File: src/rtl/vga_settings.svh
`ifndef VGA_SETTINGS_SVH
`define VGA_SETTINGS_SVH

// Horizontal timing in pixel clocks
`define VGA_H_DISPLAY 640
`define VGA_H_FRONT   16
`define VGA_H_SYNC    96
`define VGA_H_BACK    48

// Vertical timing in lines
`define VGA_V_DISPLAY 480
`define VGA_V_FRONT   10
`define VGA_V_SYNC    2
`define VGA_V_BACK    33

// Full line and frame lengths
`define VGA_H_TOTAL (`VGA_H_DISPLAY + `VGA_H_FRONT + `VGA_H_SYNC + `VGA_H_BACK)
`define VGA_V_TOTAL (`VGA_V_DISPLAY + `VGA_V_FRONT + `VGA_V_SYNC + `VGA_V_BACK)

// Tile geometry
`define VGA_TILE_W    64
`define VGA_TILE_H    32

// Address stride per tile row, only 10 columns are on screen
`define VGA_TILE_COLS 16

`endif
File: src/rtl/vga_pkg.sv
package vga_pkg;

    // Counter or screen coordinate
    typedef logic [9:0] coord_t;

    // One color channel
    typedef logic [7:0] color8_t;

    // Tile RAM address, row * 16 + column
    typedef logic [7:0] tile_addr_t;

    typedef struct packed {
        color8_t red;
        color8_t green;
        color8_t blue;
    } rgb_t;

    // Raster position and the flags that belong to it
    typedef struct packed {
        coord_t h;
        coord_t v;
        logic   active;
        logic   hsync_n;  // Low during the sync pulse
        logic   vsync_n;
    } vga_pos_t;

    // One host write to the tile map
    typedef struct packed {
        tile_addr_t addr;
        rgb_t       color;
    } tile_write_t;

    typedef enum logic {
        MODE_BARS,
        MODE_TILES
    } vga_mode_t;

endpackage

File: src/rtl/host_tile_port.sv
`timescale 1ns/1ps

module host_tile_port (
    input  logic                 clk,
    input  logic                 rst,
    input  logic                 host_we,
    input  vga_pkg::tile_write_t host_wr,
    input  logic                 wr_gnt,
    output logic                 wr_req,
    output vga_pkg::tile_write_t wr_data
);

    // Pending flag, a fresh strobe wins over a grant
    always_ff @(posedge clk) begin
        if (rst) begin
            wr_req <= 1'b0;
        end else if (host_we) begin
            wr_req <= 1'b1;
        end else if (wr_gnt) begin
            wr_req <= 1'b0;
        end
    end

    // Held write, newest strobe replaces it
    always_ff @(posedge clk) begin
        if (host_we) begin
            wr_data <= host_wr;
        end
    end

    // Arbiter must only grant what was asked for
    gnt_needs_req: assert property (@(posedge clk) disable iff (rst)
        wr_gnt |-> wr_req);

endmodule

File: config.mk
export PLATFORM = sky130hd
export DESIGN_NAME = host_tile_port
export DESIGN_NICKNAME = d
export VERILOG_FILES = /design/src/rtl/vga_settings.svh /design/src/rtl/vga_pkg.sv /design/src/rtl/host_tile_port.sv
export SDC_FILE = /design/constraint.sdc
export NUM_CORES = 1
export LEC_CHECK = 0
export BUFFER_PORTS_ARGS = -buffer_cell sky130_fd_sc_hd__buf_2
export CORE_MARGIN = 1.5
export CORE_UTILIZATION = 30
export CTS_CLUSTER_DIAMETER = 120
export DETAILED_ROUTE_END_ITERATION = 12
export SLEW_MARGIN = 20
export SYNTH_ARGS = -nofsm -noshare
export SYNTH_HDL_FRONTEND = slang
export SYNTH_SLANG_ARGS = --single-unit
export TNS_END_PERCENT = 10
File: constraint.sdc
create_clock -name clk -period 1.55 [get_ports clk]
set_input_delay 0 -clock clk [delete_from_list [all_inputs] [get_ports clk]]
set_output_delay 0 -clock clk [all_outputs]
set_load 0.05 [all_outputs]
==> flow_summary.ini <==
[yosys]
syn_area_per_cell_um2 = 27.8
synthCells = 36
synth_seq_area_share_pct = 98.1
synth-edff-count = 32
synth_top_area_share_pct = 96.1
synth-async-reset-ratio_pct = 0
synth_top_cells_by_area = edfxtp_1 (96%), dfxtp_1 (2.0%), a21oi_2 (0.88%), nand2b_1 (0.63%), inv_1 (0.38%)
synth-seq-cells = 33
synth_most_common_cell = edfxtp_1
syn_nets = 72
ys_warn_count = 0
ys_types = 5
synth_top_cell_by_area = edfxtp_1
syn_area_um2 = 1000
synthFlopType = edfxtp_1
synth_common_cells = edfxtp_1 (32), a21oi_2 (1), dfxtp_1 (1), inv_1 (1), nand2b_1 (1)

[setup_path]
endpoint = wr_req
worst_path_dominant_cell_family = buffers and inverters
cp_data_required_time_ns = 1.81
slowest_delay_ns = 0.54
end_kind = flop
reg2regPathDepth = 3
r2r-end = wr_req
path_depth = 3
path_buf_inv = 1
crit_start = wr_req
path_cells = nand2b_1 > a21oi_2 > dlygate4sd3_1
reg2reg_slack_ns = 0.43
r2r_start = wr_req
path_max_fanout = 2
crit_type = reg -> reg
crit_arrival_ns = 1.39
crit_path_start_kind = flop
crit_slowest_cell = dlygate4sd3_1

[floorplanning]
dieArea_mm2 = 0.00369
die_w_um = 60.7
die_h_um = 60.7
core-area_mm2 = 0.00310
fp-row-count = 20
initial_utilization_pct = 32.2
io_pins = 69

[grt]
grt_pass1_wl_um = 3260
track_usage_pct = 13.3
grt_max_degree = 19
grt_pass1_vias = 743
grt_antenna_before_repair = 0
globalRouteOverflowTotal = 0

[place]
hpwl_um = 1300
io_buffers = 68
gp_congestion = 0.567
place_inst = 149

[layout]
drive_gt1_share_pct = 52.4
antenna_cells = 0
post-route-util_pct = 58.2
final_cells = 191
final_net_count = 182
syn_to_final_growth_pct = 80.7

[timing]
final_hold_viol_count = 0
skew_ns = 0
fin_crit_ns = 1.12
tns_ns = 0
period_share_pct = 72.4
fmax_mhz = 891
setup_viol = 0
slew_violations = 0
slew_headroom_pct = 75.3
worst_pin_slew_ns = 0.370
rsz0062_at_grt = no

[route]
drt-total-wl_um = 2250
wl_met3_um = 265
ant_nets = 0
dr.pass1.iters = 4
drc_errors = 0
wire_per_inst_um = 11.8
dr.first_iter.drc_count = 29
routed-wl-met2_um = 1110
drt-met1-wl_um = 851
top_layer = met4
viasPerCell = 3.88
vias = 741

[clocking]
clock-root-buffer = clkbuf_4
cts_resized = 0
cts_tree = built
clk_latency_ns = 0.31
clkSinkCount = 33
numCtsBuffers = 5
h-tree-depth = 2
clk_pin_slew_ns = 0.09
clock_path_buffers = 2

[worst_hold_path]
hp-class = in -> reg

[power]
vdd_ir_drop_max_v = 0.000516
leakage_nw = 0.783
powerDensity_mw_per_mm2 = 1080

[outcome]
status = completed

[run]
cap_violations = 0
layout by cell type (no fill, tap or decap), drive strengths merged:
master       synthesis  final
nand2b               1      1
edfxtp              32     32
clkbuf               0      6
buf                  0     69
clkinv               0      2
dfxtp                1      1
dlygate4sd3          0     34
inv                  1      1
a21oi                1      1
where the power goes:
part	internal (W)	leakage (nW)	total (W)	switching, W
sequential	0.00105	0.322	0.00107	0.0000164
combinational	0.000137	0.430	0.000443	0.000306
clock	0.000173	0.0320	0.000432	0.000259
state kept, by name, summed over array words and instances (netlist names):
name and flops:
wr_data 32, wr_req 1
timing repair:
action,in CTS,in global routing
hold buffers,34,0
hold endpoints to repair,33,0
buffers inserted,0,0
worst register-to-register path: stages (launching register included):
cell           delay (ns)
dfxtp_1              0.34
nand2b_1             0.07
a21oi_2              0.12
dlygate4sd3_1        0.54
cells by family after synthesis:
family          after synthesis  synth area share (%)
simple gates                  1                 0.626
flops                        33                  98.1
compound gates                1                 0.876
buf+inv                       1                 0.375
how the worst min path moves through the flow:
stage / startpoint / to / slack, ns / cells past startpoint
2_1_floorplan: rst / wr_req / 0.06 / 1
4_1_cts: host_we / wr_data[25] / 0.10 / 1
6_report: host_we / wr_data[4] / 0.12 / 1
3_3_place_gp: rst / wr_req / 0.16 / 2
5_1_grt: host_we / wr_data[4] / 0.11 / 1
3_5_place_dp: rst / wr_req / 0.17 / 2
through the flow:
stage	cell area (um2)	hold WS [ns]	worst slack, ns	power [W]
after floorplan	1000	0.0624	0.621	0.00134
after global placement	1420	0.162	0.724	0.00146
after detailed placement	1420	0.166	0.703	0.00147
after CTS	1810	0.101	0.423	0.00197
after global routing	1810	0.112	0.359	0.00204
final	1810	0.117	0.428	0.00195
per-layer routing:
metal	track usage, %	vias up
met5	0	-
met4	6.52	0
met3	7.68	2
met2	23.3	46
met1	12.1	333
li1	-	360
final cells by class:
class                      instances  area [um2]
clock inverter                     2        10.0
sequential                        33         981
inverter                           1        3.75
tap                               44        55.1
multi-input combinational          2        15.0
fill                             258        1300
clock buffer                       6        41.3
timing repair buffer             103         701
(Power assumes the default switching activity.)
