$ cat src/rtl/vga_settings.svh
`ifndef VGA_SETTINGS_SVH
`define VGA_SETTINGS_SVH

// Horizontal timing in pixel clocks
`define VGA_H_DISPLAY 640
`define VGA_H_FRONT   16
`define VGA_H_SYNC    96
`define VGA_H_BACK    48

// Vertical timing in lines
`define VGA_V_DISPLAY 480
`define VGA_V_FRONT   10
`define VGA_V_SYNC    2
`define VGA_V_BACK    33

// Full line and frame lengths
`define VGA_H_TOTAL (`VGA_H_DISPLAY + `VGA_H_FRONT + `VGA_H_SYNC + `VGA_H_BACK)
`define VGA_V_TOTAL (`VGA_V_DISPLAY + `VGA_V_FRONT + `VGA_V_SYNC + `VGA_V_BACK)

// Tile geometry
`define VGA_TILE_W    64
`define VGA_TILE_H    32

// Address stride per tile row, only 10 columns are on screen
`define VGA_TILE_COLS 16

`endif
$ cat src/rtl/vga_pkg.sv
package vga_pkg;

    // Counter or screen coordinate
    typedef logic [9:0] coord_t;

    // One color channel
    typedef logic [7:0] color8_t;

    // Tile RAM address, row * 16 + column
    typedef logic [7:0] tile_addr_t;

    typedef struct packed {
        color8_t red;
        color8_t green;
        color8_t blue;
    } rgb_t;

    // Raster position and the flags that belong to it
    typedef struct packed {
        coord_t h;
        coord_t v;
        logic   active;
        logic   hsync_n;  // Low during the sync pulse
        logic   vsync_n;
    } vga_pos_t;

    // One host write to the tile map
    typedef struct packed {
        tile_addr_t addr;
        rgb_t       color;
    } tile_write_t;

    typedef enum logic {
        MODE_BARS,
        MODE_TILES
    } vga_mode_t;

endpackage

$ cat src/rtl/tile_mem_arbiter.sv
`timescale 1ns/1ps

module tile_mem_arbiter (
    input  logic                 clk,
    input  logic                 rst,
    input  logic                 rd_req,
    input  vga_pkg::tile_addr_t  rd_addr,
    input  logic                 wr_req,
    input  vga_pkg::tile_write_t wr_data,
    output logic                 wr_gnt,
    output logic                 mem_en,
    output logic                 mem_we,
    output vga_pkg::tile_addr_t  mem_addr,
    output vga_pkg::rgb_t        mem_wdata
);

    typedef enum logic {
        OWN_VIDEO,
        OWN_HOST
    } owner_t;

    owner_t last_owner;

    assign mem_wdata = wr_data.color;

    // Fixed priority, the video read always wins
    always_comb begin
        wr_gnt   = 1'b0;
        mem_en   = 1'b0;
        mem_we   = 1'b0;
        mem_addr = rd_addr;
        if (rd_req) begin
            mem_en = 1'b1;
        end else if (wr_req) begin
            mem_en   = 1'b1;
            mem_we   = 1'b1;
            mem_addr = wr_data.addr;
            wr_gnt   = 1'b1;
        end
    end

    // Owner of the last command actually sent to the RAM
    always_ff @(posedge clk) begin
        if (rst) begin
            last_owner <= OWN_VIDEO;
        end else if (mem_en && !mem_we) begin
            last_owner <= OWN_VIDEO;
        end else if (mem_en && mem_we) begin
            last_owner <= OWN_HOST;
        end
    end

    read_never_denied: assert property (@(posedge clk) disable iff (rst)
        rd_req |=> last_owner == OWN_VIDEO);

    write_takes_port: assert property (@(posedge clk) disable iff (rst)
        wr_gnt |=> last_owner == OWN_HOST);

endmodule

$ cat config.mk
export PLATFORM = sky130hd
export DESIGN_NAME = tile_mem_arbiter
export DESIGN_NICKNAME = d
export VERILOG_FILES = /design/src/rtl/vga_settings.svh /design/src/rtl/vga_pkg.sv /design/src/rtl/tile_mem_arbiter.sv
export SDC_FILE = /design/constraint.sdc
export NUM_CORES = 1
export LEC_CHECK = 0
export BUFFER_PORTS_ARGS = -buffer_cell sky130_fd_sc_hd__buf_2
export CORE_MARGIN = 4
export CORE_UTILIZATION = 24
export DETAILED_ROUTE_END_ITERATION = 10
export GPL_TIMING_DRIVEN = 0
export PLACE_DENSITY = 0.85
export SLEW_MARGIN = 40
export SYNTH_ARGS = -nofsm -noshare
export SYNTH_HDL_FRONTEND = slang
export SYNTH_SLANG_ARGS = --single-unit
$ cat constraint.sdc
create_clock -name vclk -period 0.92
set_clock_uncertainty 0.15 [all_clocks]
set_input_delay 0 -clock vclk [all_inputs]
set_output_delay 0 -clock vclk [all_outputs]
set_load 0.03 [all_outputs]
==> metrics.md <==
| Metric | Value |
|---|---|
| Syn Area/Cell | 9.42 sq um |
| Synth Area in Simple Gates | approximately 6% |
| Multiplexer share of the synthesized area | between 30% and 40% |
| Worst Slack Setup Final | -0.0354 ns |
| Worst setup slack after placement | -0.109 ns |
| Initial antenna violation count | 0 |
| Hold Path Depth | 2 |
| Port Buf Inserts | 53 |
| Share of cells above drive strength 1 | between 90% and 100% |
| First-pass GRT wire length | between 1000 and 1500 microns |
| Vias per inst | 3.77 |
| Period minus WS final | about 0.96 ns |
| Hold EP | mem_wdata[14] |
| Inserted Diodes | 0 |
| Hold_sp | wr_data[14] |
| Pwr per Cell Area | 725 nW/um^2 |
| RSZ-0062 raised after global routing | yes |
| Die X | about 46 microns |
| Total GRT Usage | just over 7% |
| Critical path arrival | between 0.8 and 0.9 ns |
| Final std cells w/o fill | between 100 and 150 |
| WP data required | approximately 0.77 ns |
| Fin. max-slew vios | 0 |
| MaxCap Viol Count | 0 |
| GP Congestion | about 0.62 |
| DP HPWL | between 900 and 1000 microns |
| Sum Neg Setup Slack | -0.265 ns |
| Inst Count DP | between 100 and 150 |
| Slew @ Worst Pin | roughly 0.16 ns |
| Xor and xnor fraction of the mapped netlist area | 0% |
| Synth Area in Compound Gates | 0% |
| WS Path Type | primary input to output port |
| Routed len/inst | between 9 and 10 microns |
| CP startpoint kind | primary input |
| Hold crit path type | primary input to output port |
| 1st-iter DRT viols | 0 |
| Nature of the critical path endpoint | output port |
| DR vias | 392 |
| Hold Vio Cnt, Final | 0 |
| Final Cycle Share | 104% |
| Largest family of logic cells by synthesized area | buffers and inverters |
| Status | finished, violations left |
| Final nets | 135 |
| WHS | around 0.10 ns |
| Failing checks | setup timing |
| Leak | about 0.43 nW |
| Site Rows | 13 |
| Die footprint | slightly above 2000 sq um |
| Yosys warning total | 0 |
| Top cells by area, synth | buf_4 55%, mux2_4 35%, nor2b_4 4.1%, buf_6 3.3%, or2_2 1.8% |
| Highest clock rate | approximately 1000 MHz |
| ANT nets after route | 0 |
| VDD IR max | about 0.37 mV |
| Largest net degree at the start of global routing | 11 |
| GR Overflow Total | 0 |
| Syn Nets | 80 |
| Sequential cell area | 0 sq um |
| Ports | 79 |
| Adder-cell share of the synthesized area | 0% |
| CP Max Fanout | 10 |
| Die H | 45.6 microns |
| Final setup fails | 8 |
| DRC Markers | 0 |
| Syn Inst Count | 36 |
| Area leader, netlist | buf_4 |
| Hold_buf cts | 0 |
| Synth unique cells | 5 |
| Vias in the first global route | ~300 |
| Final Core Density | approximately 53% |
| Share of the synthesized area in the top cell type | between 50% and 60% |
| Area delta synth->final | 104% |
| Drt total wl | about 1000 microns |
| Initial core utilization | around 26% |
| Headroom to the max-slew limit | 89.4% |
| FFs & Latches | 0 |
| Mapped Area | 339 sq um |
| # clk buffers | 0 |
| Core outline area | approximately 1300 sq um |
| Seq/Total Area, Yosys | 0% |
| Pre-Repair DR Iteration Count | 1 |
==> report_power, final <==
| part | internal (mW) | switching, mW |
|---|---|---|
| logic | 0.243 | 0.260 |
| registers | 0 | 0 |
| clock network | 0 | 0 |
==> what timing repair did <==
item                                   4_1_cts  5_1_grt
endpoints found under the hold margin        0        0
setup buffers                                0        0
gates resized for setup                     19        1
gates cloned                                 0        0
setup endpoints to repair                    8        8
pin swaps                                    0        0
==> metal layers <==
layer | share of wire [%] | track usage [%]
met4 | 0 | 0
met1 | 24 | 6.98
met5 | 0 | 0
met2 | 52 | 15.3
met3 | 24 | 1.58
==> worst max-delay path: stages <==
cell and delay (ns):
buf_8 0.10, nor2b_4 0.10, buf_8 0.15, mux2_4 0.31
buf_6 0.14
==> cells in the final DEF, fill, tap and decap left out <==
master,count
mux2_4,8
buf_4,25
nor2b_4,1
or2_2,1
buf_8,2
buf_6,9
buf_2,43
==> area by class of cell <==
class / count / area (sq um)
buffer: 26 / 203
fill: 130 / 624
multi-input combinational: 10 / 140
tap: 15 / 18.8
timing repair buffer: 53 / 332
==> Yosys cell counts (all sizes together) <==
cell   instances
buf           26
mux2           8
nor2b          1
or2            1
==> how the worst max path moves through the flow <==
stage            from           to  slack (ns)  cells past startpoint
5_1_grt        rd_req  mem_addr[6]       -0.06                      5
2_1_floorplan  wr_req  mem_addr[0]        0.10                      3
6_report       rd_req  mem_addr[4]       -0.04                      5
3_3_place_gp   rd_req  mem_addr[6]       -0.09                      5
3_5_place_dp   rd_req  mem_addr[6]       -0.11                      5
4_1_cts        rd_req  mem_addr[6]       -0.04                      5
==> through the flow <==
step,power [mW],area (sq um)
final,0.503,693
after detailed placement,0.460,623
after CTS,0.506,689
after global placement,0.455,623
after global routing,0.528,693
after floorplan,0.340,339
==> cell families (layout without fill, tap and decap cells) <==
logic type	count (synthesis)	count (layout)
buf+inv	26	79
mux	8	8
simple gates	2	2
No activity file was read; power rests on OpenSTA's default activity.
