<file path="src/rtl/vga_settings.svh">
`ifndef VGA_SETTINGS_SVH
`define VGA_SETTINGS_SVH

// Horizontal timing in pixel clocks
`define VGA_H_DISPLAY 640
`define VGA_H_FRONT   16
`define VGA_H_SYNC    96
`define VGA_H_BACK    48

// Vertical timing in lines
`define VGA_V_DISPLAY 480
`define VGA_V_FRONT   10
`define VGA_V_SYNC    2
`define VGA_V_BACK    33

// Full line and frame lengths
`define VGA_H_TOTAL (`VGA_H_DISPLAY + `VGA_H_FRONT + `VGA_H_SYNC + `VGA_H_BACK)
`define VGA_V_TOTAL (`VGA_V_DISPLAY + `VGA_V_FRONT + `VGA_V_SYNC + `VGA_V_BACK)

// Tile geometry
`define VGA_TILE_W    64
`define VGA_TILE_H    32

// Address stride per tile row, only 10 columns are on screen
`define VGA_TILE_COLS 16

`endif
</file>
<file path="src/rtl/vga_pkg.sv">
package vga_pkg;

    // Counter or screen coordinate
    typedef logic [9:0] coord_t;

    // One color channel
    typedef logic [7:0] color8_t;

    // Tile RAM address, row * 16 + column
    typedef logic [7:0] tile_addr_t;

    typedef struct packed {
        color8_t red;
        color8_t green;
        color8_t blue;
    } rgb_t;

    // Raster position and the flags that belong to it
    typedef struct packed {
        coord_t h;
        coord_t v;
        logic   active;
        logic   hsync_n;  // Low during the sync pulse
        logic   vsync_n;
    } vga_pos_t;

    // One host write to the tile map
    typedef struct packed {
        tile_addr_t addr;
        rgb_t       color;
    } tile_write_t;

    typedef enum logic {
        MODE_BARS,
        MODE_TILES
    } vga_mode_t;

endpackage

</file>
<file path="src/rtl/pixel_compose.sv">
`timescale 1ns/1ps
`include "vga_settings.svh"

module pixel_compose (
    input  logic                clk,
    input  logic                rst,
    input  vga_pkg::vga_mode_t  mode,
    input  vga_pkg::vga_pos_t   pos,
    input  vga_pkg::rgb_t       rd_data,
    output logic                rd_req,
    output vga_pkg::tile_addr_t rd_addr,
    output vga_pkg::rgb_t       rgb,
    output logic                hsync,
    output logic                vsync
);

    localparam vga_pkg::coord_t TILE_W = vga_pkg::coord_t'(`VGA_TILE_W);
    localparam vga_pkg::coord_t TILE_H = vga_pkg::coord_t'(`VGA_TILE_H);
    localparam vga_pkg::coord_t TILE_COLS = vga_pkg::coord_t'(`VGA_TILE_COLS);

    // Bar edges at quarters of the visible width
    localparam vga_pkg::coord_t BAR_1 = vga_pkg::coord_t'(`VGA_H_DISPLAY / 4);
    localparam vga_pkg::coord_t BAR_2 = vga_pkg::coord_t'(`VGA_H_DISPLAY / 2);
    localparam vga_pkg::coord_t BAR_3 = vga_pkg::coord_t'(3 * `VGA_H_DISPLAY / 4);

    vga_pkg::coord_t tile_row;
    vga_pkg::coord_t tile_col;
    vga_pkg::coord_t tile_index;
    vga_pkg::rgb_t   bar_color;
    vga_pkg::rgb_t   bar_q;
    logic            active_q;
    logic            hsync_q;
    logic            vsync_q;

    // Tile lookup for the current pixel
    assign tile_row   = pos.v / TILE_H;
    assign tile_col   = pos.h / TILE_W;
    assign tile_index = tile_row * TILE_COLS + tile_col;
    assign rd_addr    = tile_index[$bits(vga_pkg::tile_addr_t)-1:0];
    assign rd_req     = pos.active;

    always_comb begin
        if (pos.h < BAR_1) begin
            bar_color = '{red: 8'hFF, green: 8'h00, blue: 8'h00};
        end else if (pos.h < BAR_2) begin
            bar_color = '{red: 8'h00, green: 8'hFF, blue: 8'h00};
        end else if (pos.h < BAR_3) begin
            bar_color = '{red: 8'h00, green: 8'h00, blue: 8'hFF};
        end else begin
            bar_color = '{red: 8'hFF, green: 8'hFF, blue: 8'hFF};  // White bar
        end
    end

    // First stage runs alongside the RAM read
    always_ff @(posedge clk) begin
        bar_q <= bar_color;
    end

    always_ff @(posedge clk) begin
        if (rst) begin
            active_q <= 1'b0;
            hsync_q  <= 1'b1;
            vsync_q  <= 1'b1;
        end else begin
            active_q <= pos.active;
            hsync_q  <= pos.hsync_n;
            vsync_q  <= pos.vsync_n;
        end
    end

    // Output stage, RAM data is valid here
    always_ff @(posedge clk) begin
        if (rst) begin
            rgb   <= '0;
            hsync <= 1'b1;
            vsync <= 1'b1;
        end else begin
            hsync <= hsync_q;
            vsync <= vsync_q;
            if (!active_q) begin
                rgb <= '0;  // Blanking
            end else if (mode == vga_pkg::MODE_TILES) begin
                rgb <= rd_data;
            end else begin
                rgb <= bar_q;
            end
        end
    end

endmodule

</file>
<file path="config.mk">
export PLATFORM = sky130hd
export DESIGN_NAME = pixel_compose
export DESIGN_NICKNAME = d
export VERILOG_FILES = /design/src/rtl/vga_pkg.sv /design/src/rtl/pixel_compose.sv
export VERILOG_INCLUDE_DIRS = /design/src /design/src/rtl
export SDC_FILE = /design/constraint.sdc
export NUM_CORES = 1
export LEC_CHECK = 0
export BUFFER_PORTS_ARGS = -buffer_cell sky130_fd_sc_hd__buf_2
export CAP_MARGIN = 40
export CORE_ASPECT_RATIO = 1.25
export CORE_UTILIZATION = 35
export DETAILED_ROUTE_END_ITERATION = 6
export PLACE_DENSITY = 0.74
export SYNTH_ARGS = -nofsm -noshare
export SYNTH_HDL_FRONTEND = slang
export SYNTH_SLANG_ARGS = --single-unit
</file>
<file path="constraint.sdc">
create_clock -name clk -period 1.79 [get_ports clk]
set_clock_uncertainty 0.15 [all_clocks]
set_input_delay 0.537 -clock clk [delete_from_list [all_inputs] [get_ports clk]]
set_output_delay 0.537 -clock clk [all_outputs]
set_load 0.01 [all_outputs]
</file>
==> run summary <==
Worst Hold Endpoint -> hsync_q
leak pwr -> 0.733 nW
Required @ worst endpoint -> 1.10 ns
Starting DRT DRC Count -> 9
Worst Hold Slack -> 0.236 ns
RSZ-0062 raised after global routing -> no
area leader, netlist -> dfxtp_1
gr ovfl total -> 0
worst path bufs/invs -> 2
critical path data arrival time -> 0.80 ns
Max Cap Violations -> 0
Row Count -> 22
total number of vias -> 952
number of antenna violations at the first check in global routing -> 0
fin. max-slew vios -> 0
crit-path leading delay family -> buffers and inverters
CTS tree -> yes
fin crit share -> 83.0%
hold_sp -> pos[1]
Critical Path Slowest Stage Cell -> buf_2
Least-Margin Pin Slew -> 0.311 ns
# setup viols final -> 0
crit-path max FO -> 5
max layer used -> met4
EDFF count, synth -> 0
first-pass GRT wire length -> 3.36 mm
# hold bufs at CTS -> 0
area share of the leading cell type in the synthesized netlist -> 59.8%
Reg-to-Reg Start -> bar_q[22]
Remaining DRCs -> 0
pwr/cell area -> 918 nW/um^2
diode count -> 0
syn avg cell area -> 9.23 um^2
Total GRT Usage -> 14.2%
final hold violations -> 0
clk root buf -> clkbuf_4
drt wl/cell -> 10.1 um
vias in the first global route -> 858
Post-Route Setup TNS -> 0 ns
Top FF cell, synth -> dfxtp_1
Resized cells post-CTS -> 0
DRT Wirelength -> 2.13 mm
Vias/cell -> 4.53
ANT nets after route -> 0
Unique masters post-synth -> 16
initial cell density of the core -> 36.7%
crit start category -> input pin
dpl hpwl -> 1.60 mm
Cells on Worst Hold Path -> 2
Inserted Clock Buffers -> 5
Util after Layout -> 48.6%
post-synthesis cell count -> 116
CTS max path bufs -> 2
Core Area -> 2920 um^2
DR pass1 iterations -> 4
Post-CTS Setup Repair Bufs -> 0
fillers -> 309
crit-path cells -> buf_2 > buf_2
Min Clock Period, post-route -> 1.49 ns
critical path depth in cells -> 2
Slew headroom -> 79.3%
post-synthesis register bit count -> 32
status -> completed
Final Wtd Congestion -> 0.658
Fmax -> 0.673 GHz
Hold WC Path Type -> input pin to flip-flop
WS Path Type -> input pin to output port
ys async rst share -> 0%
Layout area overhead -> 32.5%
Cell Area, Synth -> 1070 um^2
CTS H-Tree Depth -> 2
Die Height -> 63.8 um
worst vdd ir -> 0.645 mV
Crit path largest cell delay -> 0.14 ns
crit path capture type -> output port
sequential area share after synthesis -> 59.8%
Net Count, Synth -> 166
Clk Latency, worst-skew pair -> 0.32 ns
Buffers on Ports -> 65
Met3 Wirelength -> 165 um
Worst R2R Setup Slack -> 0.86 ns
Critical Path Most Common Cell -> buf_2
clock slew at reported path FFs -> 0.09 ns
DRT met1 WL -> 836 um
die area -> 3290 um^2
Ys Warns -> 0
I/O pin total -> 85
Die W -> 51.5 um
largest net degree at the start of global routing -> 22
Num Clock Sinks -> 32
Reg-to-Reg End -> rgb[21]
count leader, synth -> dfxtp_1
Nets -> 223
met2 WL post-DR -> 1.08 mm
share of cells above drive strength 1 -> 44.8%
Synth area leaders -> dfxtp_1 (60%), a21oi_1 (11%), nand2_1 (9.1%), buf_4 (6.3%), nand2b_1 (2.3%)
Post-synth top cells -> dfxtp_1 (32), nand2_1 (26), a21oi_1 (24), buf_4 (9), clkbuf_1 (5)
worst reg2reg path depth -> 2
## worst max path at each step
stage / startpoint / to / slack, ns
after detailed placement: pos[21] / bar_q[14] / 0.18
after CTS: rgb[22] / rgb[22] / 0.30
after global placement: pos[21] / bar_q[14] / 0.20
final: pos[20] / rd_addr[1] / 0.30
after global routing: rgb[22] / rgb[22] / 0.27
after floorplan: pos[21] / bar_q[14] / 0.35
## registers in the layout, summed over array words and instances (netlist names)
signal	flops
rgb	24
vsync	1
bar_q	3
hsync_q	1
active_q	1
hsync	1
vsync_q	1
## cells in the final DEF (no fill, tap or decap)
master    count
a221o_1       1
nand2b_1      4
nor2b_1       1
clkinv_2      2
dfxtp_1      32
a21oi_1      24
buf_2        65
inv_2         1
a41oi_1       1
or2_1         4
buf_4         3
o21ai_1       1
clkbuf_8      1
nand2_1      26
clkbuf_4      5
maj3_2        1
o21bai_1      1
nor2_1        1
## per-layer routing
metal,track usage (%),vias to the layer above
met5,0,-
met4,8.11,0
met3,6.67,5
met2,24.5,45
met1,13.4,421
li1,-,481
## logic make-up after synthesis
logic type | share of synthesized area, %
buffers and inverters | 10.3
adders and majority gates | 1.05
AOI/OAI and AO/OA | 14.1
and+or+nand+nor | 14.7
DFF | 59.8
## report_power, final
part           switching (W)  internal, W  leakage (nW)
clock network       0.000230     0.000187        0.0380
logic              0.0000754    0.0000664         0.432
registers         0.00000579     0.000738         0.262
## layout make-up
| type | instances | area (um^2) | area share [%] |
|---|---|---|---|
| sequential | 32 | 641 | 45.1 |
| timing repair buffer | 68 | 348 | 24.5 |
| multi-input combinational | 65 | 320 | 22.6 |
| clock buffer | 6 | 51.3 | 3.62 |
| tap | 36 | 45.0 | 3.17 |
| clock inverter | 2 | 10.0 | 0.705 |
| inverter | 1 | 3.75 | 0.265 |
## stage by stage
stage | power [W] | cell area [um^2] | worst slack [ns] | cells
finish | 0.00130 | 1420 | 0.304 | 210
global placement | 0.000903 | 1360 | 0.199 | 202
floorplan | 0.000848 | 1070 | 0.352 | 116
detailed placement | 0.000905 | 1360 | 0.179 | 202
global route | 0.00137 | 1420 | 0.274 | 210
CTS | 0.00132 | 1420 | 0.299 | 210
Note: power is estimated with default switching activity, not from simulation.
