==> src/rtl/vga_settings.svh <==
`ifndef VGA_SETTINGS_SVH
`define VGA_SETTINGS_SVH

// Horizontal timing in pixel clocks
`define VGA_H_DISPLAY 640
`define VGA_H_FRONT   16
`define VGA_H_SYNC    96
`define VGA_H_BACK    48

// Vertical timing in lines
`define VGA_V_DISPLAY 480
`define VGA_V_FRONT   10
`define VGA_V_SYNC    2
`define VGA_V_BACK    33

// Full line and frame lengths
`define VGA_H_TOTAL (`VGA_H_DISPLAY + `VGA_H_FRONT + `VGA_H_SYNC + `VGA_H_BACK)
`define VGA_V_TOTAL (`VGA_V_DISPLAY + `VGA_V_FRONT + `VGA_V_SYNC + `VGA_V_BACK)

// Tile geometry
`define VGA_TILE_W    64
`define VGA_TILE_H    32

// Address stride per tile row, only 10 columns are on screen
`define VGA_TILE_COLS 16

`endif
==> src/rtl/vga_pkg.sv <==
package vga_pkg;

    // Counter or screen coordinate
    typedef logic [9:0] coord_t;

    // One color channel
    typedef logic [7:0] color8_t;

    // Tile RAM address, row * 16 + column
    typedef logic [7:0] tile_addr_t;

    typedef struct packed {
        color8_t red;
        color8_t green;
        color8_t blue;
    } rgb_t;

    // Raster position and the flags that belong to it
    typedef struct packed {
        coord_t h;
        coord_t v;
        logic   active;
        logic   hsync_n;  // Low during the sync pulse
        logic   vsync_n;
    } vga_pos_t;

    // One host write to the tile map
    typedef struct packed {
        tile_addr_t addr;
        rgb_t       color;
    } tile_write_t;

    typedef enum logic {
        MODE_BARS,
        MODE_TILES
    } vga_mode_t;

endpackage

==> src/rtl/vga_timing.sv <==
`timescale 1ns/1ps
`include "vga_settings.svh"

module vga_timing (
    input  logic              clk,
    input  logic              rst,
    output vga_pkg::vga_pos_t pos
);

    localparam vga_pkg::coord_t H_LAST = vga_pkg::coord_t'(`VGA_H_TOTAL - 1);
    localparam vga_pkg::coord_t V_LAST = vga_pkg::coord_t'(`VGA_V_TOTAL - 1);
    localparam vga_pkg::coord_t H_DISP = vga_pkg::coord_t'(`VGA_H_DISPLAY);
    localparam vga_pkg::coord_t V_DISP = vga_pkg::coord_t'(`VGA_V_DISPLAY);

    // Sync pulse windows, start inclusive and end exclusive
    localparam vga_pkg::coord_t HS_START = vga_pkg::coord_t'(`VGA_H_DISPLAY + `VGA_H_FRONT);
    localparam vga_pkg::coord_t HS_END = vga_pkg::coord_t'(`VGA_H_DISPLAY + `VGA_H_FRONT
                                                           + `VGA_H_SYNC);
    localparam vga_pkg::coord_t VS_START = vga_pkg::coord_t'(`VGA_V_DISPLAY + `VGA_V_FRONT);
    localparam vga_pkg::coord_t VS_END = vga_pkg::coord_t'(`VGA_V_DISPLAY + `VGA_V_FRONT
                                                           + `VGA_V_SYNC);

    vga_pkg::coord_t h_cnt;
    vga_pkg::coord_t v_cnt;
    logic            line_end;

    assign line_end = (h_cnt == H_LAST);

    always_ff @(posedge clk) begin
        if (rst) begin
            h_cnt <= '0;
        end else if (line_end) begin
            h_cnt <= '0;
        end else begin
            h_cnt <= h_cnt + 10'd1;
        end
    end

    // Line counter steps once per line
    always_ff @(posedge clk) begin
        if (rst) begin
            v_cnt <= '0;
        end else if (line_end) begin
            if (v_cnt == V_LAST) begin
                v_cnt <= '0;
            end else begin
                v_cnt <= v_cnt + 10'd1;
            end
        end
    end

    always_comb begin
        pos.h       = h_cnt;
        pos.v       = v_cnt;
        pos.active  = (h_cnt < H_DISP) && (v_cnt < V_DISP);
        pos.hsync_n = !((h_cnt >= HS_START) && (h_cnt < HS_END));
        pos.vsync_n = !((v_cnt >= VS_START) && (v_cnt < VS_END));
    end

    h_in_range: assert property (@(posedge clk) disable iff (rst) h_cnt <= H_LAST);

    // Lines only advance across the wrap of h
    v_on_wrap: assert property (@(posedge clk) disable iff (rst)
        !$stable(v_cnt) |-> $past(line_end));

endmodule

==> config.mk <==
export PLATFORM = sky130hd
export DESIGN_NAME = vga_timing
export DESIGN_NICKNAME = d
export VERILOG_FILES = /design/src/rtl/vga_pkg.sv /design/src/rtl/vga_timing.sv
export VERILOG_INCLUDE_DIRS = /design/src /design/src/rtl
export SDC_FILE = /design/constraint.sdc
export NUM_CORES = 1
export LEC_CHECK = 0
export BUFFER_PORTS_ARGS = -buffer_cell sky130_fd_sc_hd__buf_2
export CORE_UTILIZATION = 55
export DETAILED_ROUTE_END_ITERATION = 10
export PLACE_DENSITY = 0.82
export SETUP_SLACK_MARGIN = 0.1
export SLEW_MARGIN = 10
export SYNTH_ARGS = -nofsm -noshare
export SYNTH_HDL_FRONTEND = slang
export SYNTH_SLANG_ARGS = --single-unit
export TNS_END_PERCENT = 30
==> constraint.sdc <==
create_clock -name clk -period 4.6 [get_ports clk]
set_input_delay 0.46 -clock clk [delete_from_list [all_inputs] [get_ports clk]]
set_output_delay 0.46 -clock clk [all_outputs]
set_load 0.03 [all_outputs]
==> reports/results.ini, run 1 <==
[timing]
drv_slew=0
post-route-min-period_ns=2.08
worstMarginPinSlew_ns=0.393
hold_ws_ns=0.381
hold_viol=0
relSlewSlack_pct=73.8
setup_slack_ns=2.52
rsz0062_at_grt=no
finalCritPeriodShare_pct=45.3
setup-tns-final_ns=0
finalSetupViolCount=0
skew_ns=0.00639
max_freq_ghz=0.480

[floorplan]
die_h_um=45.3
dieArea_um2=2050
core_um2=1750
start_util_pct=59.1
rows=15
io_pins=25
die_w_um=45.3

[power]
leakage_nw=0.482
ir_worst_vdd_mv=0.170
powerDensity_nw_per_um2=254

[global_route]
antenna_found_initial=0
gr-usage-met3_pct=3.60
met1_usage_pct=31.2
grt_first_pass_wirelength_um=3370
gr-max-usage-layer=met2
grt_use_total_pct=22.7
grt_max_degree=12
grt_pass1_vias=785
met2_usage_pct=34.8
grt_overflow_total=0

[logic_synthesis]
synth_fp_nets=123
netlist_area_um2=1030
synth_edf_count=0
synth_top_area_share_pct=38.8
yosys-top-cells-area=dfxtp_1 39%, nor2_1 6.9%, xnor2_1 6.8%
synth_area_leader_cell=dfxtp_1
ys_seq_elements=20
syn_inst=117
ys_seq_area_share_pct=38.8
synth_area_per_cell_um2=8.81
ys.flop_type=dfxtp_1
ys_types=31
yosysWarnings=0
ys_async_sr_fraction_pct=0

[route]
first_iter_violations=26
drt-vias-per-instance=5.52
vias=911
drc_errors=0
wire_per_inst_um=12.5
finalWirelength_um=2060
ant_nets=0
firstDrtPassIters=4

[clock_network]
postCtsHoldBufs=0
path_clk_slew_ns=0.11
cts-resized-gates=0
cts_tree=done
clkLatencyLatePin_ns=0.31
numClockSinks=20
postCtsSetupRepairBufs=0
cts_htree_levels=1
cts_buffers=3
cts_buffer_depth=2
cts-root-buf=clkbuf_4

[place]
post-place-ws_ns=2.71
portBuffers=24
dpl.hpwl_um=1550
globalplace.congestion=0.881
placed_area_um2=1130

[finish]
drive_above_1_share_pct=23.6
design_area_um2=1170
antennaDiodeCount=0
area_delta_synth_final_pct=13.3
fillers=160
final_nets=147

[worst_setup_path]
slowest_delay_ns=0.50
crit_path_max_fanout=7
path_cells=nand4_1 -> or4_1 -> buf_2
start_kind=flip-flop
critPathKind=reg2out
critPathBufInv=1
arrival_ns=1.62
crit_family=simple AND/OR/NAND/NOR gates
end_kind=output pin
cp_slowest_cell=or4_1
cp.required_ns=4.14

[outcome]
outcome=completed

[worst_hold_path]
min_path_type=in2reg

[run]
drv_cap=0

[cells in the final DEF, fill, tap and decap left out, types with 2 or more instances in the layout]
master,instances
xor2_1,5
o21ai_0,5
xnor2_1,8
nand3_1,5
a21oi_2,3
ha_1,4
or3_1,3
dfxtp_1,20
or4_1,2
nand2_1,4
clkbuf_4,3
nor2_1,19
nand4_1,9
inv_1,7
buf_2,24
and3_1,3
[area by class of cell]
class                      count  area (um2)  share of cell area, %
multi-input combinational     85         554                   47.4
timing repair buffer          24         120                   10.3
sequential                    20         400                   34.3
inverter                       7        26.3                   2.25
tap                           25        31.3                   2.68
clock buffer                   4        36.3                   3.10
[registers in the layout, summed over array words and instances, names as in the netlist]
name,cells
h_cnt,10
v_cnt,10
[where the power goes]
group / leakage [nW] / switching (mW) / internal, mW
Combinational: 0.300 / 0.0105 / 0.00451
Clock: 0.0210 / 0.0551 / 0.0483
Sequential: 0.162 / 0.00307 / 0.175
Total: 0.482 / 0.0687 / 0.228
[logic make-up after synthesis]
family,share of synthesized area [%]
AO/OA/AOI/OAI,6.31
adder cells (fa/ha/maj),4.85
multiplexers,0.971
XOR/XNOR,11.0
AND/OR/NAND/NOR,30.6
flip-flops,38.8
buffers and inverters,7.40
[cell usage after synthesis, types with 2 or more instances]
| cell | instances |
|---|---|
| xnor2_1 | 8 |
| nand3_1 | 5 |
| nand4_1 | 9 |
| or4_1 | 2 |
| ha_1 | 4 |
| buf_6 | 4 |
| or3_1 | 3 |
| dfxtp_1 | 20 |
| nand2_1 | 4 |
| inv_1 | 7 |
| o21ai_0 | 5 |
| nor2_1 | 19 |
| a21oi_2 | 3 |
| xor2_1 | 5 |
| and3_1 | 3 |
[metal layers]
metal	part of all wire, %	wire (um)	vias up
met3	6.5	134	6
li1	-	-	446
met4	2.0	42	0
met5	0	0	-
met1	45	938	418
met2	46	947	41
[path summary, 6_finish.rpt]
path	from	slack, ns	depth (start not counted)	endpoint
max	v_cnt[6]	2.52	3	pos[0]
min	rst	0.38	2	h_cnt[2]
max reg2reg	v_cnt[1]	2.67	6	v_cnt[0]
min reg2reg	h_cnt[0]	0.52	1	h_cnt[0]
[stage by stage]
step	instances	utilization (%)	power (mW)
2_1_floorplan	117	-	0.195
3_3_place_gp	161	64.9	0.197
3_5_place_dp	161	64.9	0.197
4_1_cts	165	67.0	0.300
5_1_grt	165	67.0	0.310
6_report	165	67.0	0.297
Note: power is estimated with default switching activity, not from simulation.
==> run 2, diff against run 1 <==
--- a/config.mk
+++ b/config.mk
@@ -7,9 +7,9 @@
 export NUM_CORES = 1
 export LEC_CHECK = 0
 export BUFFER_PORTS_ARGS = -buffer_cell sky130_fd_sc_hd__buf_2
-export CORE_UTILIZATION = 55
+export CORE_UTILIZATION = 51
 export DETAILED_ROUTE_END_ITERATION = 10
-export PLACE_DENSITY = 0.82
+export PLACE_DENSITY = 0.77
 export SETUP_SLACK_MARGIN = 0.1
 export SLEW_MARGIN = 10
 export SYNTH_ARGS = -nofsm -noshare
==> constraint.sdc (replaced) <==
create_clock -name clk -period 2.1 [get_ports clk]
set_input_delay 0.21 -clock clk [delete_from_list [all_inputs] [get_ports clk]]
set_output_delay 0.21 -clock clk [all_outputs]
set_load 0.03 [all_outputs]
==> reports/results.ini, run 2 (synthesized netlist as in run 1, its figures left out) <==
[outcome]
outcome=completed  ; unchanged

[timing]
finalCritPeriodShare_pct=90.2
finalSetupViolCount=0  ; unchanged
worstMarginPinSlew_ns=0.372  ; was 0.393 ns
setup-tns-final_ns=0  ; unchanged
relSlewSlack_pct=74.9  ; was 73.8%
post-route-min-period_ns=1.89
skew_ns=0.00328  ; was 0.00639 ns
max_freq_ghz=0.528
hold_viol=0  ; unchanged
setup_slack_ns=0.207  ; was 2.52 ns
rsz0062_at_grt=yes  ; was no
drv_slew=0  ; unchanged

[clock_network]
cts_buffers=3  ; unchanged
cts_htree_levels=1  ; unchanged
cts-root-buf=clkbuf_4  ; unchanged
cts_tree=done  ; unchanged
cts_buffer_depth=2  ; unchanged
path_clk_slew_ns=0.11  ; about the same
numClockSinks=20  ; unchanged
clkLatencyLatePin_ns=0.30  ; was 0.31 ns
postCtsSetupRepairBufs=0  ; unchanged

[global_route]
grt_max_degree=11  ; was 12
grt_first_pass_wirelength_um=3130  ; was 3370 um
grt_overflow_total=0  ; unchanged
antenna_found_initial=0  ; unchanged
grt_use_total_pct=20.9  ; was 22.7%
grt_pass1_vias=689  ; was 785

[worst_setup_path]
end_kind=flip-flop  ; was output pin
critPathKind=reg2reg  ; was reg2out
path_cells=ha_1 -> and3_1 -> nand4_1 -> or4_1 -> a21oi_2  ; was nand4_1 -> or4_1 -> buf_2
worstReg2RegEnd=v_cnt[8]  ; was v_cnt[0]
crit_path_max_fanout=8  ; was 7
r2r_slack_ns=0.21  ; was 2.67 ns
crit_family=simple AND/OR/NAND/NOR gates  ; unchanged
crit_start=h_cnt[0]  ; was v_cnt[6]
cp_slowest_cell=or4_1  ; unchanged
crit_end=v_cnt[8]  ; was pos[0]
path_depth=5  ; was 3
slowest_delay_ns=0.47  ; was 0.50 ns
start_kind=flip-flop  ; unchanged
cp.required_ns=2.34  ; was 4.14 ns
critPathBufInv=0  ; was 1
reg2reg_depth=5  ; was 6
r2r-start=h_cnt[0]  ; was v_cnt[1]
arrival_ns=2.14  ; was 1.62 ns

[floorplan]
dieArea_um2=2210  ; was 2050 um2
io_pins=25  ; unchanged
rows=15  ; unchanged
core_um2=1800  ; was 1750 um2
die_h_um=47.0  ; was 45.3 um
start_util_pct=57.2  ; was 59.1%
die_w_um=47.0  ; was 45.3 um

[route]
drt-vias-per-instance=5.45  ; was 5.52
vias=894  ; was 911
wire_per_inst_um=12.3  ; was 12.5 um
firstDrtPassIters=4  ; unchanged
ant_nets=0  ; unchanged
finalWirelength_um=2020  ; was 2060 um
drc_errors=0  ; unchanged
first_iter_violations=36  ; was 26

[place]
portBuffers=24  ; unchanged
dpl.hpwl_um=1480  ; was 1550 um
globalplace.congestion=0.847  ; was 0.881
post-place-ws_ns=0.240  ; was 2.71 ns

[power]
ir_worst_vdd_mv=0.347  ; was 0.170 mV
leakage_nw=0.476  ; was 0.482 nW
powerDensity_nw_per_um2=526  ; was 254 nW/um2

[finish]
area_delta_synth_final_pct=12.0  ; was 13.3%
mostFrequentLayoutCells=24 x buf_2, 20 x dfxtp_1, 19 x nor2_1  ; unchanged
antennaDiodeCount=0  ; unchanged
layout.cells.most_common=buf_2  ; unchanged
drive_above_1_share_pct=23.7  ; was 23.6%
largest_registers=h_cnt (10), v_cnt (10)  ; unchanged
final_nets=147  ; unchanged

[run]
drv_cap=0  ; unchanged

[worst_hold_path]
min_path_type=in2reg  ; unchanged

==> run 2: power breakdown <==
group | switching [mW] | total (mW) | internal, mW
logic | 0.0232 | 0.0333 | 0.0101
registers | 0.00697 | 0.391 | 0.384
clock network | 0.117 | 0.184 | 0.0670
==> run 2: layer usage <==
| layer | share of wire, % | up-vias | GRT usage (%) |
|---|---|---|---|
| met5 | 0 | - | 0 |
| met4 | 1.9 | 0 | 12.0 |
| met3 | 5.0 | 5 | 3.46 |
| met2 | 45 | 24 | 30.3 |
| met1 | 48 | 418 | 29.2 |
| li1 | - | 447 | - |
==> run 2: through the flow <==
step           utilization (%)  power, mW  cell area (um2)  hold slack (ns)  instances
2_1_floorplan                -      0.426             1030            0.279        117
3_3_place_gp              62.8      0.432             1130            0.463        161
3_5_place_dp              62.8      0.433             1130            0.469        161
4_1_cts                   64.1      0.609             1150            0.143        164
5_1_grt                   64.1      0.633             1150            0.135        164
6_report                  64.1      0.608             1150            0.144        164
==> run 2: timing repair <==
item	in CTS	in global routing
endpoints found under the hold margin	0	0
setup endpoints to repair	0	9
hold buffers	0	0
gates resized for setup	0	1
==> run 2: final cells by class <==
cell class / instances / area [um2]
Tap cell: 25 / 31.3
Clock buffer: 3 / 22.5
Multi-Input combinational cell: 85 / 554
Fill cell: 166 / 647
Inverter: 7 / 26.3
Sequential cell: 20 / 400
Timing Repair Buffer: 24 / 120
==> run 2: worst min-delay path by stage <==
stage	start	to	slack, ns	depth (start not counted)
floorplan	rst	v_cnt[6]	0.28	1
global placement	h_cnt[0]	h_cnt[0]	0.46	1
detailed placement	rst	v_cnt[6]	0.47	2
CTS	rst	h_cnt[4]	0.14	2
global route	rst	h_cnt[4]	0.14	2
finish	rst	v_cnt[6]	0.14	2
==> run 2: worst register-to-register path, stage by stage, from the launching register on <==
cell and delay, ns:
dfxtp_1 0.43, ha_1 0.23, and3_1 0.34, nand4_1 0.20, or4_1 0.47, a21oi_2 0.16
